==> src/hw/cipher_pkg.sv <==
`default_nettype none

package cipher_pkg;

    // block and lane geometry
    localparam int BLOCK_W   = 128;
    localparam int LANE_W    = 32;
    localparam int NUM_LANES = 4;

    // sixteen rounds, one key per round
    localparam int NUM_ROUNDS = 16;
    localparam int KEY_IDX_W  = 4;

    // command queue sizing
    localparam int QUEUE_DEPTH = 10;
    localparam int QUEUE_CNT_W = 4;

    // command mode codes, 11 is not a command
    localparam int MODE_W = 2;
    localparam logic [MODE_W-1:0] MODE_ENC    = 2'b00;
    localparam logic [MODE_W-1:0] MODE_DEC    = 2'b01;
    localparam logic [MODE_W-1:0] MODE_KEYGEN = 2'b10;

    // round and key step constants
    localparam int ROUND_ROT = 13;
    localparam int KEY_ROT   = 29;
    localparam logic [LANE_W-1:0] KEY_MIX = 32'h9e37_79b9;

    // sequencer state codes
    localparam int SEQ_W = 2;
    localparam logic [SEQ_W-1:0] SEQ_IDLE   = 2'd0;
    localparam logic [SEQ_W-1:0] SEQ_KEYGEN = 2'd1;
    localparam logic [SEQ_W-1:0] SEQ_CIPHER = 2'd2;

    // one block seen as a whole word or as four lanes
    // lane 0 sits in the low 32 bits
    typedef union packed {
        logic [BLOCK_W-1:0]                word;
        logic [NUM_LANES-1:0][LANE_W-1:0]  lane;
    } block_t;

endpackage

`default_nettype wire

==> src/hw/key_schedule.sv <==
`timescale 1ns/1ps
`default_nettype none

module key_schedule (
    input  wire logic                               clk,
    input  wire logic                               resetn,
    input  wire logic                               kg_start,
    input  wire logic [cipher_pkg::BLOCK_W-1:0]     seed,
    output logic                                    key_we,
    output logic [cipher_pkg::KEY_IDX_W-1:0]        key_waddr,
    output logic [cipher_pkg::BLOCK_W-1:0]          key_wdata,
    output logic                                    kg_done
);

    // running key and the index it will be written to
    cipher_pkg::block_t run_key;
    cipher_pkg::block_t next_key;
    logic [cipher_pkg::KEY_IDX_W-1:0] step;
    logic active;

    // step counter padded to lane width
    logic [cipher_pkg::LANE_W-1:0] step_ext;

    assign step_ext = {{(cipher_pkg::LANE_W - cipher_pkg::KEY_IDX_W){1'b0}}, step};

    always_comb
    begin
        // rotate the whole key
        next_key.word = (run_key.word << cipher_pkg::KEY_ROT)
                      | (run_key.word >> (cipher_pkg::BLOCK_W - cipher_pkg::KEY_ROT));
        // lane 0 picks up the mix constant plus i+1
        next_key.lane[0] = next_key.lane[0] ^ (cipher_pkg::KEY_MIX + step_ext + 1'b1);
    end

    always_ff @(posedge clk or negedge resetn)
    begin
        if (!resetn)
        begin
            active <= 1'b0;
            step   <= '0;
        end
        else if (kg_start)
        begin
            active <= 1'b1;
            step   <= '0;
        end
        else if (active)
        begin
            step <= step + 1'b1;
            // all ones means key 15 is going out now
            if (&step)
                active <= 1'b0;
        end
    end

    // seed is key 0, later keys follow the chain
    always_ff @(posedge clk)
    begin
        if (kg_start)
            run_key.word <= seed;
        else if (active)
            run_key <= next_key;
    end

    // one write per active cycle
    assign key_we    = active;
    assign key_waddr = step;
    assign key_wdata = run_key.word;
    assign kg_done   = active && (&step);

endmodule

`default_nettype wire

==> config.mk <==
export PLATFORM = sky130hd
export DESIGN_NAME = key_schedule
export DESIGN_NICKNAME = d
export VERILOG_FILES = /design/src/hw/cipher_pkg.sv /design/src/hw/key_schedule.sv
export SDC_FILE = /design/constraint.sdc
export NUM_CORES = 1
export LEC_CHECK = 0
export BUFFER_PORTS_ARGS = -buffer_cell sky130_fd_sc_hd__buf_2
export CAP_MARGIN = 0
export CORE_MARGIN = 1
export CORE_UTILIZATION = 34
export CTS_CLUSTER_DIAMETER = 80
export DETAILED_ROUTE_END_ITERATION = 8
export GPL_TIMING_DRIVEN = 0
export SYNTH_ARGS = -nofsm -noshare
export SYNTH_HDL_FRONTEND = slang
export SYNTH_SLANG_ARGS = --single-unit
==> constraint.sdc <==
create_clock -name clk -period 3.2 [get_ports clk]
set_input_delay 0.64 -clock clk [delete_from_list [all_inputs] [get_ports clk]]
set_output_delay 0.64 -clock clk [all_outputs]
set_load 0.005 [all_outputs]
==> summary.txt <==
dpl ws = 1.12 ns
Area growth, synth to finish = 38.2%
HP Class = input port to asynchronous set/reset pin
utilization after layout = 0.488
critical path peak fanout = 6
root buffer cell = clkbuf_16
worst vdd rail ir drop = 340 uV
FMAX = 485 MHz
Total Wirelength = 17300 um
setup_tns = 0 ns
post-synthesis xor/xnor area fraction = 0.0154
Diodes inserted = 0
pwr dens = 579 nW/um2
RePlAce Congestion = 0.840
cts bufs inserted = 17
Worst Setup End Kind = output port
Rows = 46
simple-gate share of the synthesized area = 0.0221
Critical Path Slowest Stage Cell = dfrtp_1
crit path launch = key_waddr[1]
storage element area = 3970 um2
DRC Markers = 0
main combinational cell family by area after synthesis = multiplexers
status = finished, final reports clean
syn avg cell area = 17.2 um2
Buffers & Inverters on Critical Path = 1
Hold Fails Final Rpt = 0
first-pass GRT wire length = 25800 um
Max Root-Sink Buffers = 2
post-route ant nets = 0
router iterations before antenna repair = 4
CP cell instances = ha_1 > nand3_1 > nor2_1 > buf_2
Mapped Cells = 330
layout cells sized above 1 = 0.659
Fillers = 1464
routed vias = 3999
commonest non-fill, non-tap cell in the layout = buf_2
DRT iter0 DRCs = 223
post-route non-filler standard cell count = 843
Max-Slew Margin vs Limit = 0.570
flops & latches, synth = 133
post-route cell area = 7840 um2
dpl cells = 811
Synth Area in Compound Gates = 0.0225
core box area = 16100 um2
initial antenna violation count = 1
RSZ-0062 raised after global routing = no
max-cap viol count = 0
worst-margin pin slew = 0.645 ns
syn_nets = 464
Routed WL per cell = 20.5 um
initial core utilization = 0.353
area of the multi-input gates = 1570 um2
adder-cell share of the synthesized area = 0.00662
Worst Skew = 0.00645 ns
# port buffers = 263
die area = 17200 um2
drt via density = 4.74
Min Hold Slack = 0.0374 ns
static leakage = 3.43 nW
nature of the critical path startpoint = flop
largest net degree at the start of global routing = 61
cts repair resizes = 0
CTS tree = yes
max incr delay on CP = 0.47 ns
Slew Limit Fails = 0
final critical-path setup slack = 1.14 ns
unique cell type count in the Yosys netlist = 20
clock sink count = 133
Ys Warns = 0
CP required = 2.56 ns
clock transition at the registers of the reported paths = 0.06 ns
total power = 4.54 mW
GRT overflow = 0
# H-tree levels = 4
Top Family by Delay on Critical Path = flip-flops
gr usage total = 0.205
HPWL after DPL = 12500 um
cts hold-fix bufs = 0
fin crit period = 2.06 ns
vias in the first global route = 4238
Mapped Area = 5670 um2
FF-to-FF Start = key_we
Die Wd = 131 um
most frequent cells in the layout = buf_2 (266), edfxtp_1 (128), mux2_2 (105)
Placed Instance Area = 7310 um2
Crit Path Class = flop to output port
sequential area share after synthesis = 0.700
Setup-failing EPs final = 0
CP arrival = 1.42 ns
Post-CTS Setup Bufs = 0
I/O Pins = 265
clk_lat worst skew = 0.41 ns
post-synthesis mux area share = 0.210
fin crit share = 0.645
layout net count = 748
die height = 131 um
-- cell type report --
class,count,share of cell area
well taps,216,0.0345
plain buffers,18,0.0153
inverters,3,0.00144
multi-input cells,176,0.201
repair buffers,265,0.175
clock inverters,13,0.0117
clock buffers,19,0.0552
flip-flops and latches,133,0.506
-- Yosys cell counts --
library cell  number  area share
nand2_1           24       0.016
buf_6              1      0.0020
mux2i_1            1      0.0018
xor2_1             4      0.0062
inv_1              3      0.0020
nor2_1             5      0.0033
nand3_1            2      0.0018
clkbuf_1           3      0.0020
ha_1               3      0.0066
dfrtp_1            5       0.022
xnor2_1            6      0.0093
buf_2              3      0.0026
a21oi_1            1     0.00088
or2_2              1      0.0011
mux2_2           105        0.21
o21ai_0           21       0.019
buf_4             11       0.015
o21ai_1            2      0.0018
a21o_1             1      0.0013
edfxtp_1         128        0.68
-- state kept, by name, indices dropped and copies added, names as in the netlist --
| register | count |
|---|---|
| key_wdata | 128 |
| key_waddr | 4 |
| key_we | 1 |
-- metal layers --
layer	wire, um	global-route usage	vias up	share of wire
met1	7180	0.248	1962	0.42
met2	8600	0.344	189	0.50
met3	1280	0.0710	21	0.074
li1	-	-	1825	-
met4	219	0.0614	2	0.013
met5	10	0	-	0.00058
-- cell families (layout without fill, tap and decap cells) --
| group | after synthesis | in the layout |
|---|---|---|
| AOI/OAI and AO/OA | 25 | 25 |
| DFF | 133 | 133 |
| and+or+nand+nor | 32 | 32 |
| buffers and inverters | 21 | 318 |
| muxes | 106 | 106 |
| adders and majority gates | 3 | 3 |
| xor gates and xnor gates | 10 | 10 |
-- power by group --
group	switching, mW	internal, mW
clock network	0.712	1.05
logic	0.233	0.314
registers	0.111	2.12
-- worst register-to-register path, delay by kind of cell, from the launching register on --
kind | cells | cell delay [ns]
buffers and inverters | 2 | 0.61
flip-flops | 1 | 0.34
AND/OR/NAND/NOR | 1 | 0.36
-- final timing paths --
path	endpoint	slack, ns	cells after the start
worst max-delay path	kg_done	1.14	4
worst min-delay path	key_waddr[3]	0.04	1
worst max register to register	key_wdata[68]	1.51	3
worst min register to register	key_wdata[17]	0.57	1
max in group asynchronous	key_waddr[0]	3.03	1
min in group clk	key_wdata[27]	0.51	3
Note: power is estimated with default switching activity, not from simulation.
