--- config.mk ---
export PLATFORM = sky130hd
export DESIGN_NAME = cipher_sequencer
export DESIGN_NICKNAME = d
export VERILOG_FILES = /design/src/hw/cipher_pkg.sv /design/src/hw/cipher_sequencer.sv
export SDC_FILE = /design/constraint.sdc
export NUM_CORES = 1
export LEC_CHECK = 0
export ABC_AREA = 1
export BUFFER_PORTS_ARGS = -buffer_cell sky130_fd_sc_hd__buf_4
export CORE_AREA = 10 10 247 249
export DETAILED_ROUTE_END_ITERATION = 10
export DIE_AREA = 0 0 257 259
export GPL_ROUTABILITY_DRIVEN = 1
export SLEW_MARGIN = 20
export SYNTH_ARGS = -nofsm -noshare
export SYNTH_HDL_FRONTEND = slang
export SYNTH_SLANG_ARGS = --single-unit
export TNS_END_PERCENT = 5
--- constraint.sdc ---
create_clock -name clk -period 4 [get_ports clk]
set_input_delay 0.6 -clock clk [delete_from_list [all_inputs] [get_ports clk]]
set_output_delay 0.6 -clock clk [all_outputs]
set_load 0.005 [all_outputs]
--- src/hw/cipher_pkg.sv ---
`default_nettype none

package cipher_pkg;

    // block and lane geometry
    localparam int BLOCK_W   = 128;
    localparam int LANE_W    = 32;
    localparam int NUM_LANES = 4;

    // sixteen rounds, one key per round
    localparam int NUM_ROUNDS = 16;
    localparam int KEY_IDX_W  = 4;

    // command queue sizing
    localparam int QUEUE_DEPTH = 10;
    localparam int QUEUE_CNT_W = 4;

    // command mode codes, 11 is not a command
    localparam int MODE_W = 2;
    localparam logic [MODE_W-1:0] MODE_ENC    = 2'b00;
    localparam logic [MODE_W-1:0] MODE_DEC    = 2'b01;
    localparam logic [MODE_W-1:0] MODE_KEYGEN = 2'b10;

    // round and key step constants
    localparam int ROUND_ROT = 13;
    localparam int KEY_ROT   = 29;
    localparam logic [LANE_W-1:0] KEY_MIX = 32'h9e37_79b9;

    // sequencer state codes
    localparam int SEQ_W = 2;
    localparam logic [SEQ_W-1:0] SEQ_IDLE   = 2'd0;
    localparam logic [SEQ_W-1:0] SEQ_KEYGEN = 2'd1;
    localparam logic [SEQ_W-1:0] SEQ_CIPHER = 2'd2;

    // one block seen as a whole word or as four lanes
    // lane 0 sits in the low 32 bits
    typedef union packed {
        logic [BLOCK_W-1:0]                word;
        logic [NUM_LANES-1:0][LANE_W-1:0]  lane;
    } block_t;

endpackage

`default_nettype wire

--- src/hw/cipher_sequencer.sv ---
`timescale 1ns/1ps
`default_nettype none

module cipher_sequencer (
    input  wire logic                               clk,
    input  wire logic                               resetn,
    input  wire logic                               head_ready,
    input  wire logic [cipher_pkg::MODE_W-1:0]      head_mode,
    input  wire logic [cipher_pkg::BLOCK_W-1:0]     head_data,
    input  wire logic                               kg_done,
    input  wire logic                               eng_done,
    input  wire logic [cipher_pkg::BLOCK_W-1:0]     result,
    output logic                                    pop,
    output logic                                    kg_start,
    output logic [cipher_pkg::BLOCK_W-1:0]          seed,
    output logic                                    eng_start,
    output logic                                    eng_decrypt,
    output logic [cipher_pkg::BLOCK_W-1:0]          eng_data,
    output logic [cipher_pkg::BLOCK_W-1:0]          data_out,
    output logic                                    done
);

    logic [cipher_pkg::SEQ_W-1:0] state;
    logic keys_valid;

    logic is_keygen;
    logic take;

    assign is_keygen = (head_mode == cipher_pkg::MODE_KEYGEN);

    // cipher commands stall at the head until keys exist
    assign take = (state == cipher_pkg::SEQ_IDLE) && head_ready
               && (is_keygen || keys_valid);

    always_ff @(posedge clk or negedge resetn)
    begin
        if (!resetn)
        begin
            state       <= cipher_pkg::SEQ_IDLE;
            keys_valid  <= 1'b0;
            pop         <= 1'b0;
            kg_start    <= 1'b0;
            eng_start   <= 1'b0;
            eng_decrypt <= 1'b0;
            done        <= 1'b0;
        end
        else
        begin
            // start pulses one cycle after the head is taken
            pop       <= take;
            kg_start  <= take && is_keygen;
            eng_start <= take && !is_keygen;
            done      <= eng_done;

            if (kg_done)
                keys_valid <= 1'b1;

            case (state)
                cipher_pkg::SEQ_IDLE:
                begin
                    if (take && is_keygen)
                    begin
                        state <= cipher_pkg::SEQ_KEYGEN;
                    end
                    else if (take)
                    begin
                        state       <= cipher_pkg::SEQ_CIPHER;
                        eng_decrypt <= (head_mode == cipher_pkg::MODE_DEC);
                    end
                end
                // wait for the schedule to finish
                cipher_pkg::SEQ_KEYGEN:
                begin
                    if (kg_done)
                        state <= cipher_pkg::SEQ_IDLE;
                end
                // wait for the engine
                cipher_pkg::SEQ_CIPHER:
                begin
                    if (eng_done)
                        state <= cipher_pkg::SEQ_IDLE;
                end
                default:
                begin
                    state <= cipher_pkg::SEQ_IDLE;
                end
            endcase
        end
    end

    // head word goes to whichever block will consume it
    always_ff @(posedge clk)
    begin
        if (take && is_keygen)
            seed <= head_data;
        if (take && !is_keygen)
            eng_data <= head_data;
    end

    // result register, held until the next job ends
    always_ff @(posedge clk or negedge resetn)
    begin
        if (!resetn)
            data_out <= '0;
        else if (eng_done)
            data_out <= result;
    end

endmodule

`default_nettype wire

==> reports/qor.yml <==
die_area_sq_um: 66600
cts.sinks: 392
fin_setup_tns_ns: 0
htree_levels: 2
synth_top_family_by_area: "multiplexers"
synth_compound_area_share_pct: 0.0979
fillers: 5380
fin_area_sq_um: 20000
cp-end-kind: "flop"
setup_viol: 0
syn_avg_cell_area_sq_um: 23.0
skew_ns: 0.0131
grt_pass1_vias: 9017
path_clk_slew_ns: 0.06
place_area_sq_um: 18600
diodes: 0
routed.top_layer: "met5"
crit_fanout: 60
via_per_inst: 3.92
fin_nets: 1509
worstSetupStartpointType: "flop"
multiInputGateArea_sq_um: 1510
initial_core_util_pct: 22.8
cts_resized: 0
dp_hpwl_um: 38200
insertion_delay_ns: 0.55
post-route-min-period_ns: 2.17
cp_top_family: "buffers and inverters"
drc_errors: 0
holdWs_ns: 0.0830
drv_slew: 0
power_leakage_nw: 8.40
path_buf_inv: 2
critPathRequiredTime_ns: 4.21
slew_headroom_pct: 50.0
power_density_nw_per_um2: 486
worstPathArrival_ns: 2.38
cts_tree: "done"
m1WireLength_um: 16300
period_share_pct: 54.3
antenna_found_initial: 1
grt_start_max_net_pins: 75
slowest_stage: "inv_6"
die_y_um: 259
synthCells: 556
dr_wl_met2_um: 24800
synthSimpleGateAreaFrac_pct: 0.470
vdd_drop_max_mv: 0.290
root_buffer: "clkbuf_16"
min-delay-path-class: "input port to asynchronous set/reset pin"
drive_gt1_share_pct: 67.1
rsz0062_at_grt: "false"
core_area_sq_um: 56000
wl_per_cell_um: 23.6
synth-adder-area-share_pct: 0
area_growth_pct: 56.2
status: "completed"
path_class: "flop to flop"
ctsHoldBuffers: 0
synthXorXnorAreaFrac_pct: 0
most-common-layout-cells: "buf_4, edfxtp_1, dfrtp_1"
finalWirelength_um: 48000
io_buffers: 651
max_slew.worst_pin.slew_ns: 0.750
die_w_um: 257
fmax_ghz: 0.461
syn_area_sq_um: 12800
wl_met3_um: 5540
hold_viol_final: 0
yosysWarnings: 0
vias: 7967
grt_pass1_wl_um: 66600
syn_nets: 819
synthMuxAreaShare_pct: 11.3
io-pin-count: 652
ys_seq_elements: 392
cts_setup_buffers: 0
routabilityCongestion: 0.860
yosysSeqAreaShare_pct: 86.8
drtPass1Iterations: 4
synth_cell_types: 14
crit_chain: "nor2_1 > nand4_1 > inv_6 > buf_4"
drt_iter0_markers: 323
clk_path_buf_depth: 3
max_cap_violations: 0
cts_inserted_buffers: 42
final_common_cell: "buf_4"
final_antenna_net_count: 0
seq_area_sq_um: 11100
grt-ovfl-total: 0
cpPeakStageDelay_ns: 0.49
row_count: 87
grt_usage_pct: 13.7
## cell families (layout without fill, tap and decap cells)
family,count (synthesis),count (layout)
flops,392,392
buf+inv,21,742
mux,128,128
compound gates,2,2
simple gates,13,13
## worst reg2reg max path, stage by stage, from the launching register on
cell     delay [ns]
dfrtp_1        0.41
nor2_1         0.16
nand4_1        0.24
inv_6          0.49
buf_4          0.52
## cells in the mapped netlist
cell,instances,area (sq um)
nor3b_1,1,7.51
o21ai_0,1,5.00
edfxtp_1,256,7690
buf_6,13,146
nand3_1,2,10.0
dfrtp_1,136,3400
o31ai_1,1,7.51
nand4_1,1,6.26
mux2_2,128,1440
buf_2,1,5.00
nand2_1,6,22.5
or2_2,1,6.26
inv_1,7,26.3
nor2_1,2,7.51
## state kept, by name, summed over array words and instances, names as in the netlist
register,count
eng_start,1
seed,128
kg_start,1
state,2
eng_decrypt,1
done,1
pop,1
keys_valid,1
data_out,128
eng_data,128
## report_power, final
group / total, mW / internal [mW] / switching [mW] / leakage, nW
logic: 1.08 / 0.613 / 0.469 / 3.77
clock network: 3.83 / 2.23 / 1.60 / 0.671
registers: 4.80 / 4.67 / 0.133 / 3.96
## area by class of cell
cell class | instances | area share [%]
clock buffer | 55 | 5.96
clock inverter | 20 | 0.878
inverter | 7 | 0.182
multi-input combinational | 143 | 7.58
sequential | 392 | 55.6
tap | 756 | 4.74
timing repair buffer | 660 | 25.1
## per-stage QoR
step / util (%) / power, mW / instances / setup WS, ns
finish: 35.7 / 9.71 / 2033 / 1.83
global route: 35.7 / 10.1 / 2033 / 1.71
CTS: 35.7 / 9.88 / 2033 / 1.81
detailed placement: 33.2 / 6.00 / 1958 / 1.58
global placement: 33.2 / 5.98 / 1958 / 1.64
floorplan: - / 5.14 / 556 / 0.172
## layer usage
metal / global-route usage (%) / vias up
li1: - / 3497
met1: 13.4 / 3927
met2: 24.5 / 479
met3: 7.18 / 62
met4: 4.82 / 2
met5: 0 / -
## path summary, 6_finish.rpt
path                                 to  depth (start not counted)  slack [ns]        start
max reg2reg                eng_data[19]                          4        1.83     state[1]
min                        data_out[12]                          1        0.08       resetn
min reg2reg                 eng_decrypt                          2        0.48  eng_decrypt
max                        eng_data[19]                          4        1.83     state[1]
min in group clk               state[0]                          2        0.22      kg_done
max in group asynchronous  data_out[40]                          2        3.10       resetn
Power figures use the tool's default switching activity.
