`src/hw/cipher_pkg.sv`:
```
`default_nettype none

package cipher_pkg;

    // block and lane geometry
    localparam int BLOCK_W   = 128;
    localparam int LANE_W    = 32;
    localparam int NUM_LANES = 4;

    // sixteen rounds, one key per round
    localparam int NUM_ROUNDS = 16;
    localparam int KEY_IDX_W  = 4;

    // command queue sizing
    localparam int QUEUE_DEPTH = 10;
    localparam int QUEUE_CNT_W = 4;

    // command mode codes, 11 is not a command
    localparam int MODE_W = 2;
    localparam logic [MODE_W-1:0] MODE_ENC    = 2'b00;
    localparam logic [MODE_W-1:0] MODE_DEC    = 2'b01;
    localparam logic [MODE_W-1:0] MODE_KEYGEN = 2'b10;

    // round and key step constants
    localparam int ROUND_ROT = 13;
    localparam int KEY_ROT   = 29;
    localparam logic [LANE_W-1:0] KEY_MIX = 32'h9e37_79b9;

    // sequencer state codes
    localparam int SEQ_W = 2;
    localparam logic [SEQ_W-1:0] SEQ_IDLE   = 2'd0;
    localparam logic [SEQ_W-1:0] SEQ_KEYGEN = 2'd1;
    localparam logic [SEQ_W-1:0] SEQ_CIPHER = 2'd2;

    // one block seen as a whole word or as four lanes
    // lane 0 sits in the low 32 bits
    typedef union packed {
        logic [BLOCK_W-1:0]                word;
        logic [NUM_LANES-1:0][LANE_W-1:0]  lane;
    } block_t;

endpackage

`default_nettype wire

```
`src/hw/cmd_queue.sv`:
```
`timescale 1ns/1ps
`default_nettype none

module cmd_queue (
    input  wire logic                               clk,
    input  wire logic                               resetn,
    input  wire logic                               push_valid,
    input  wire logic [cipher_pkg::MODE_W-1:0]      push_mode,
    input  wire logic [cipher_pkg::BLOCK_W-1:0]     push_data,
    input  wire logic                               pop,
    output logic                                    head_ready,
    output logic [cipher_pkg::MODE_W-1:0]           head_mode,
    output logic [cipher_pkg::BLOCK_W-1:0]          head_data
);

    // entry storage, slot 0 is the head
    logic [cipher_pkg::MODE_W-1:0]  mode_q [cipher_pkg::QUEUE_DEPTH];
    logic [cipher_pkg::BLOCK_W-1:0] data_q [cipher_pkg::QUEUE_DEPTH];
    logic [cipher_pkg::QUEUE_CNT_W-1:0] fill;

    logic full;
    logic do_push;
    logic do_pop;
    logic [cipher_pkg::QUEUE_CNT_W-1:0] wr_slot;

    assign full = (fill == cipher_pkg::QUEUE_CNT_W'(cipher_pkg::QUEUE_DEPTH));
    assign head_ready = (fill != '0);

    // mode 11 and pushes into a full queue vanish silently
    assign do_push = push_valid && !full && (push_mode != 2'b11);
    assign do_pop  = pop && head_ready;

    // a pop frees one slot below the tail
    assign wr_slot = do_pop ? fill - 1'b1 : fill;

    always_ff @(posedge clk or negedge resetn)
    begin
        if (!resetn)
        begin
            fill <= '0;
        end
        else if (do_push && !do_pop)
        begin
            fill <= fill + 1'b1;
        end
        else if (do_pop && !do_push)
        begin
            fill <= fill - 1'b1;
        end
    end

    always_ff @(posedge clk)
    begin
        if (do_pop)
        begin
            // shift everything down by one
            for (int i = 0; i < cipher_pkg::QUEUE_DEPTH - 1; i++)
            begin
                mode_q[i] <= mode_q[i+1];
                data_q[i] <= data_q[i+1];
            end
        end
        if (do_push)
        begin
            mode_q[wr_slot] <= push_mode;
            data_q[wr_slot] <= push_data;
        end
    end

    assign head_mode = mode_q[0];
    assign head_data = data_q[0];

endmodule

`default_nettype wire

```
`config.mk`:
```
export PLATFORM = sky130hd
export DESIGN_NAME = cmd_queue
export DESIGN_NICKNAME = d
export VERILOG_FILES = /design/src/hw/cipher_pkg.sv /design/src/hw/cmd_queue.sv
export SDC_FILE = /design/constraint.sdc
export NUM_CORES = 1
export LEC_CHECK = 0
export BUFFER_PORTS_ARGS = -buffer_cell sky130_fd_sc_hd__buf_4
export CELL_PAD_IN_SITES_DETAIL_PLACEMENT = 1
export CELL_PAD_IN_SITES_GLOBAL_PLACEMENT = 2
export CORE_ASPECT_RATIO = 0.7
export CORE_MARGIN = 4
export CORE_UTILIZATION = 48
export CTS_CLUSTER_SIZE = 20
export DETAILED_ROUTE_END_ITERATION = 7
export PLACE_DENSITY_LB_ADDON = 0.1
export SYNTH_ARGS = -nofsm -noshare
export SYNTH_HDL_FRONTEND = slang
export SYNTH_SLANG_ARGS = --single-unit
```
`constraint.sdc`:
```
create_clock -name clk -period 17 [get_ports clk]
set_input_delay 1.7 -clock clk [delete_from_list [all_inputs] [get_ports clk]]
set_output_delay 1.7 -clock clk [all_outputs]
set_load 0.02 [all_outputs]
```
==> impl_metrics.yaml, run 1 <==
setup_path:
  crit_fanout: 53
  crit_buf_inv: 3
  cp_top_family: "buffers and inverters"
  worstSetupPathType: "flip-flop to flip-flop"
  regToRegStartpoint: "fill[0]"
  cp.required_ns: 17.47
  worstRegToRegCells: 9
  critPathSlowestCell: "buf_4"
  cp-startpoint: "fill[0]"
  worst_setup_path_end_kind: "flip-flop"
  crit_top_cell: "buf_4"
  cp.depth: 9
  arrival_ns: 6.09
  regToRegSetupSlack_ns: 11.38
  crit_end: "data_q[4][17]"
  startpoint_type: "flip-flop"
  crit_chain: "inv_1 > ha_1 > or3b_4 > nand2_4 > mux2i_1 > or4_4 > buf_4 > buf_4 > mux2_2"
  slowest_delay_ns: 0.89
  r2r-end: "data_q[4][17]"
place:
  pre_cts_ws_ns: 10.82
  place_congestion: 0.720
  dp_hpwl_mm: 60.8
  io_buffers: 264
  post_dp_cell_area_um2: 57900
  numPlacedInstances: 4356
grt:
  track_usage_pct: 20.0
  antenna_found_initial: 8
  grt_pass1_vias: 28400
  grt_max_degree: 131
  grt_pass1_wl_mm: 182
  grt_overflow_total: 0
clocking:
  cts_buffers: 132
  clockBufferDepth: 3
  holdBufCountCts: 0
  cts_setup_buffers: 0
  clk_pin_slew_worst_paths_ns: 0.06
  htreeDepth: 4
  cts_resized: 0
  cts-root-buf: "clkbuf_16"
  cts_num_sinks: 1304
  cts_tree: "built"
  insertion_delay_ns: 0.72
yosys:
  yosysUniqueCellTypes: 31
  ys_seq_elements: 1304
  synthesis.area_um2: 54500
  syn_nets: 2817
  yosys.area.top_type_share_pct: 71.6
  synth_edf_count: 1300
  ys_seq_area_share_pct: 71.8
  synth_area_per_cell_um2: 20.3
  synth.area.top_cells: "edfxtp_1, mux2_2, mux2_1"
  synthCells: 2679
  synth_top_area_cell: "edfxtp_1"
  async_flop_share_pct: 0.307
  ys_warn_count: 0
  synthFlopType: "edfxtp_1"
  synth_most_common_cell: "edfxtp_1"
  netlist_top_cells_count: "edfxtp_1, mux2_2, mux2_1"
timing:
  fmax_ghz: 0.178
  finalCritPeriodShare_pct: 33.0
  fin_ws_ns: 11.38
  relSlewSlack_pct: 18.0
  rsz0062_at_grt: "no"
  finalHoldViolations: 0
  finalSetupViolations: 0
  holdWs_ns: 0.517
  layout_min_cycle_time_ns: 5.62
  setup_tns_ns: 0
  fin_skew_ns: 0.0240
  slew_viol_final: 0
  worstMarginPinSlew_ns: 1.23
routing:
  antenna_left: 0
  drc: 0
  vias_per_cell: 5.55
  drt-initial-drc-count: 1536
  vias: 25500
  routedWlPerCell_um: 26.0
  dr.pass1.iters: 5
  wl_mm: 119
finish:
  final_util_pct: 55.0
  stdcell_count: 4593
  finish.instance_area_um2: 62000
  synthToLayoutAreaGrowth_pct: 13.7
  nNetsFinal: 3106
  drive_above_1_share_pct: 44.2
  n_fill_cell: 9761
  multi_input_area_um2: 14500
  ff_latch_area_um2: 39100
floorplanning:
  rows: 103
  initial_core_util_pct: 48.3
  core_um2: 113000
  die_y_um: 290
  die_w_um: 411
  num_io_pins: 265
  dieArea_um2: 119000
power_and_ir_drop:
  power_leakage_nw: 21.9
  peakVddDrop_mv: 0.126
  finalPower_mw: 9.84
  powerDensity_nw_per_um2: 159
hold_path:
  min_path_type: "flip-flop to flip-flop"
  worst_hold_path.num_cells: 1
run:
  cap_violations: 0
outcome:
  status: "completed"
[registers in the layout (all words and copies together) (netlist names)]
register and flops:
data_q 1280, fill 4, mode_q 20
[power by group]
part	switching (mW)	internal [mW]	total, mW
combinational	1.09	0.964	2.06
sequential	0.255	4.77	5.02
clock	1.19	1.57	2.76
total	2.54	7.30	9.84
[cell families (layout without fill, tap and decap cells)]
kind of cell	after synthesis	count (layout)	share of synthesized area, %
flops	1304	1304	71.8
mux	1174	1174	25.6
buf+inv	143	531	1.83
simple gates	31	31	0.383
compound gates	17	17	0.172
xor+xnor	6	6	0.0964
fa+ha+maj	4	4	0.0918
other cells	0	4	0
[cell usage in the layout, fill, tap and decap left out, types with 3 or more instances in the layout]
cell / netlist / layout
buf_4: 20 / 282
buf_12: 0 / 12
bufinv_16: 0 / 4
clkbuf_16: 0 / 141
nand3_1: 5 / 5
nor4_4: 0 / 3
mux2_4: 200 / 200
inv_1: 4 / 4
o21ai_4: 0 / 9
clkbuf_1: 20 / 36
clkinv_1: 0 / 28
or4_4: 0 / 5
diode_2: 0 / 4
mux2i_1: 3 / 3
xnor2_1: 4 / 4
mux2_1: 300 / 300
nor2_1: 5 / 5
ha_1: 4 / 4
mux2_2: 671 / 671
clkinv_2: 0 / 21
dfrtp_1: 4 / 4
nand2_1: 4 / 4
edfxtp_1: 1300 / 1300
[routing by layer]
layer | global-route usage [%] | part of all wire [%] | wire length (um)
met5 | 0 | 0.039 | 46
met4 | 4.52 | 1.5 | 1850
met3 | 3.59 | 3.8 | 4590
met2 | 33.6 | 50 | 59200
met1 | 27.5 | 45 | 53800
[worst min-delay path by stage]
stage | startpoint | to
floorplan | data_q[8][38] | data_q[7][38]
global placement | data_q[7][94] | data_q[6][94]
detailed placement | data_q[7][49] | data_q[6][49]
CTS | data_q[8][54] | data_q[7][54]
global route | data_q[5][109] | data_q[4][109]
finish | data_q[8][54] | data_q[7][54]
[area by class of cell]
cell class	instances	area share, %
Multi-Input combinational cell	1232	23.4
Clock buffer	177	5.91
Timing Repair Buffer	294	3.80
Antenna cell	4	0.0162
Clock inverter	56	0.573
Inverter	4	0.0242
Tap cell	1522	3.07
Sequential cell	1304	63.2
Note: power is estimated with default switching activity, not from simulation.
==> inputs of run 2 (changes only) <==
--- a/config.mk
+++ b/config.mk
@@ -10,7 +10,7 @@
 export CELL_PAD_IN_SITES_GLOBAL_PLACEMENT = 2
 export CORE_ASPECT_RATIO = 0.7
 export CORE_MARGIN = 4
-export CORE_UTILIZATION = 48
+export CORE_UTILIZATION = 43
 export CTS_CLUSTER_SIZE = 20
 export DETAILED_ROUTE_END_ITERATION = 7
 export PLACE_DENSITY_LB_ADDON = 0.1
==> constraint.sdc (replaced) <==
create_clock -name clk -period 5.1 [get_ports clk]
set_input_delay 0.51 -clock clk [delete_from_list [all_inputs] [get_ports clk]]
set_output_delay 0.51 -clock clk [all_outputs]
set_load 0.02 [all_outputs]
==> run 2 against run 1 <==
  * Die area increased by 11%
  * Sequential cell count is the same
  * Maximum frequency up 35%
  * Clock skew shrank 0.0046 ns
  * Sequential power rose to 3.3 times the previous value
  * Via count rose by 1.7%
  * Critical path type unchanged
  * Final area rose by 3.2%
  * Register-to-register slack worse by 10 ns
  * Power grew to 3.4 times the previous value
  * Routed wire length rose by 2.3%
  * Largest cell class unchanged
==> impl_metrics.yaml, run 2 (synthesis results as in run 1) <==
power_and_ir_drop:
  powerDensity_nw_per_um2: 522
  peakVddDrop_mv: 0.346
  clkPwrFrac_pct: 28.7
  switching_share_pct: 25.8
  seqPwrFrac_pct: 50.0
  power_leakage_nw: 22.7
  p_comb_share_pct: 21.3
  switching_power_mw: 8.62
  internal_power_mw: 24.8
setup_path:
  worst_setup_path_end_kind: "flip-flop"
  crit_fanout: 71
  cp.required_ns: 5.58
  regToRegSetupSlack_ns: 0.93
  worstSetupPathType: "flip-flop to flip-flop"
  startpoint_type: "flip-flop"
  regToRegStartpoint: "fill[0]"
  crit_end: "data_q[6][85]"
  cp-startpoint: "fill[0]"
  worstRegToRegCells: 8
  arrival_ns: 4.64
  r2r-end: "data_q[6][85]"
grt:
  grt_pass1_vias: 28400
  track_usage_pct: 18.5
  antenna_found_initial: 8
  grt_overflow_total: 0
  grt_max_degree: 131
  grt_pass1_wl_mm: 186
clocking:
  cts_num_sinks: 1304
  clockBufferDepth: 3
  clk_pin_slew_worst_paths_ns: 0.07
  cts_buffers: 134
  htreeDepth: 4
  holdBufCountCts: 119
  cts_resized: 0
  cts_setup_buffers: 0
  insertion_delay_ns: 0.74
  cts-root-buf: "clkbuf_16"
  cts_tree: "built"
timing:
  relSlewSlack_pct: 24.2
  finalHoldViolations: 0
  finalCritPeriodShare_pct: 81.7
  finalSetupViolations: 0
  fin_skew_ns: 0.0194
  worstMarginPinSlew_ns: 1.13
  slew_viol_final: 0
  layout_min_cycle_time_ns: 4.17
  rsz0062_at_grt: "no"
  holdWs_ns: 0.0651
  fmax_ghz: 0.240
floorplanning:
  core_um2: 125000
  die_w_um: 434
  rows: 108
  dieArea_um2: 133000
  num_io_pins: 265
  initial_core_util_pct: 43.7
  die_y_um: 306
place:
  place_congestion: 0.719
  dp_hpwl_mm: 64.5
  io_buffers: 264
  post_dp_cell_area_um2: 58600
finish:
  final_common_cell: "edfxtp_1"
  finish.instance_area_um2: 64000
  largest_reg_flops: 1280
  nNetsFinal: 3248
  drive_above_1_share_pct: 43.2
  synthToLayoutAreaGrowth_pct: 17.4
  reg_top3: "data_q: 1280 flops, mode_q: 20 flops, fill: 4 flops"
  layout_common_cells: "edfxtp_1, mux2_2, mux2_1"
  top_register: "data_q"
routing:
  drc: 0
  vias_per_cell: 5.33
  vias: 25900
  met3WireLength_mm: 3.46
  drt-initial-drc-count: 1659
  routedWlPerCell_um: 25.1
  dr.pass1.iters: 5
  wl_mm: 122
  route.top_layer_used: "met5"
  wl_met2_mm: 60.6
  wl_met1_mm: 55.9
  antenna_left: 0
run:
  cap_violations: 0
outcome:
  status: "completed"
hold_path:
  min_path_type: "primary input to flip-flop"
  worst_hold_path.num_cells: 1
==> run 2: worst min path at each step <==
| stage | from | to | slack [ns] |
|---|---|---|---|
| 3_3_place_gp | resetn | fill[2] | 0.31 |
| 4_1_cts | push_data[122] | data_q[9][122] | 0.00002 |
| 6_report | push_data[20] | data_q[9][20] | 0.07 |
| 2_1_floorplan | resetn | fill[0] | 0.21 |
| 5_1_grt | push_data[76] | data_q[9][76] | 0.03 |
| 3_5_place_dp | resetn | fill[3] | 0.31 |
==> run 2: stage by stage <==
step / TNS, ns / util, % / power [mW] / setup slack, ns / instances
6_report: 0 / 51.2 / 33.4 / 0.932 / 4860
5_1_grt: 0 / 51.2 / 35.0 / 0.755 / 4858
4_1_cts: 0 / 51.2 / 34.0 / 0.934 / 4857
3_5_place_dp: 0 / 46.9 / 24.1 / 0.927 / 4505
3_3_place_gp: 0 / 46.9 / 23.8 / 1.17 / 4505
2_1_floorplan: -128.08 / - / 21.6 / -0.985 / 2679
==> run 2: power by group through the flow <==
stage          Combinational [mW]  Sequential (mW)  Clock [mW]
2_1_floorplan                4.46             17.1           0
4_1_cts                      7.28             16.8        9.90
3_5_place_dp                 7.16             17.0           0
5_1_grt                      7.67             17.0        10.4
6_report                     7.10             16.7        9.60
3_3_place_gp                 6.95             16.9           0
==> run 2: routing by layer <==
layer / track usage, % / up-vias
met2: 31.0 / 367
met1: 25.4 / 13900
met4: 4.96 / 6
met3: 2.71 / 165
met5: 0 / -
li1: - / 11500
==> run 2: worst max-delay path: stages, from the launching register on <==
cell and delay (ns):
dfrtp_1 0.62, inv_6 0.10, ha_4 0.20, or3b_4 0.25
nand2_4 0.22, xnor2_1 0.75, or4_4 0.76, buf_12 0.52
mux2_1 0.38
==> run 2: area by class of cell <==
cell class / count / area [um2]
repair buffers: 434 / 3960
clock buffers: 169 / 3650
multi-input cells: 1232 / 14600
clock inverters: 64 / 567
fillers: 11200 / 60900
inverters: 4 / 25.0
flip-flops and latches: 1304 / 39100
diodes: 3 / 7.51
well taps: 1650 / 2060
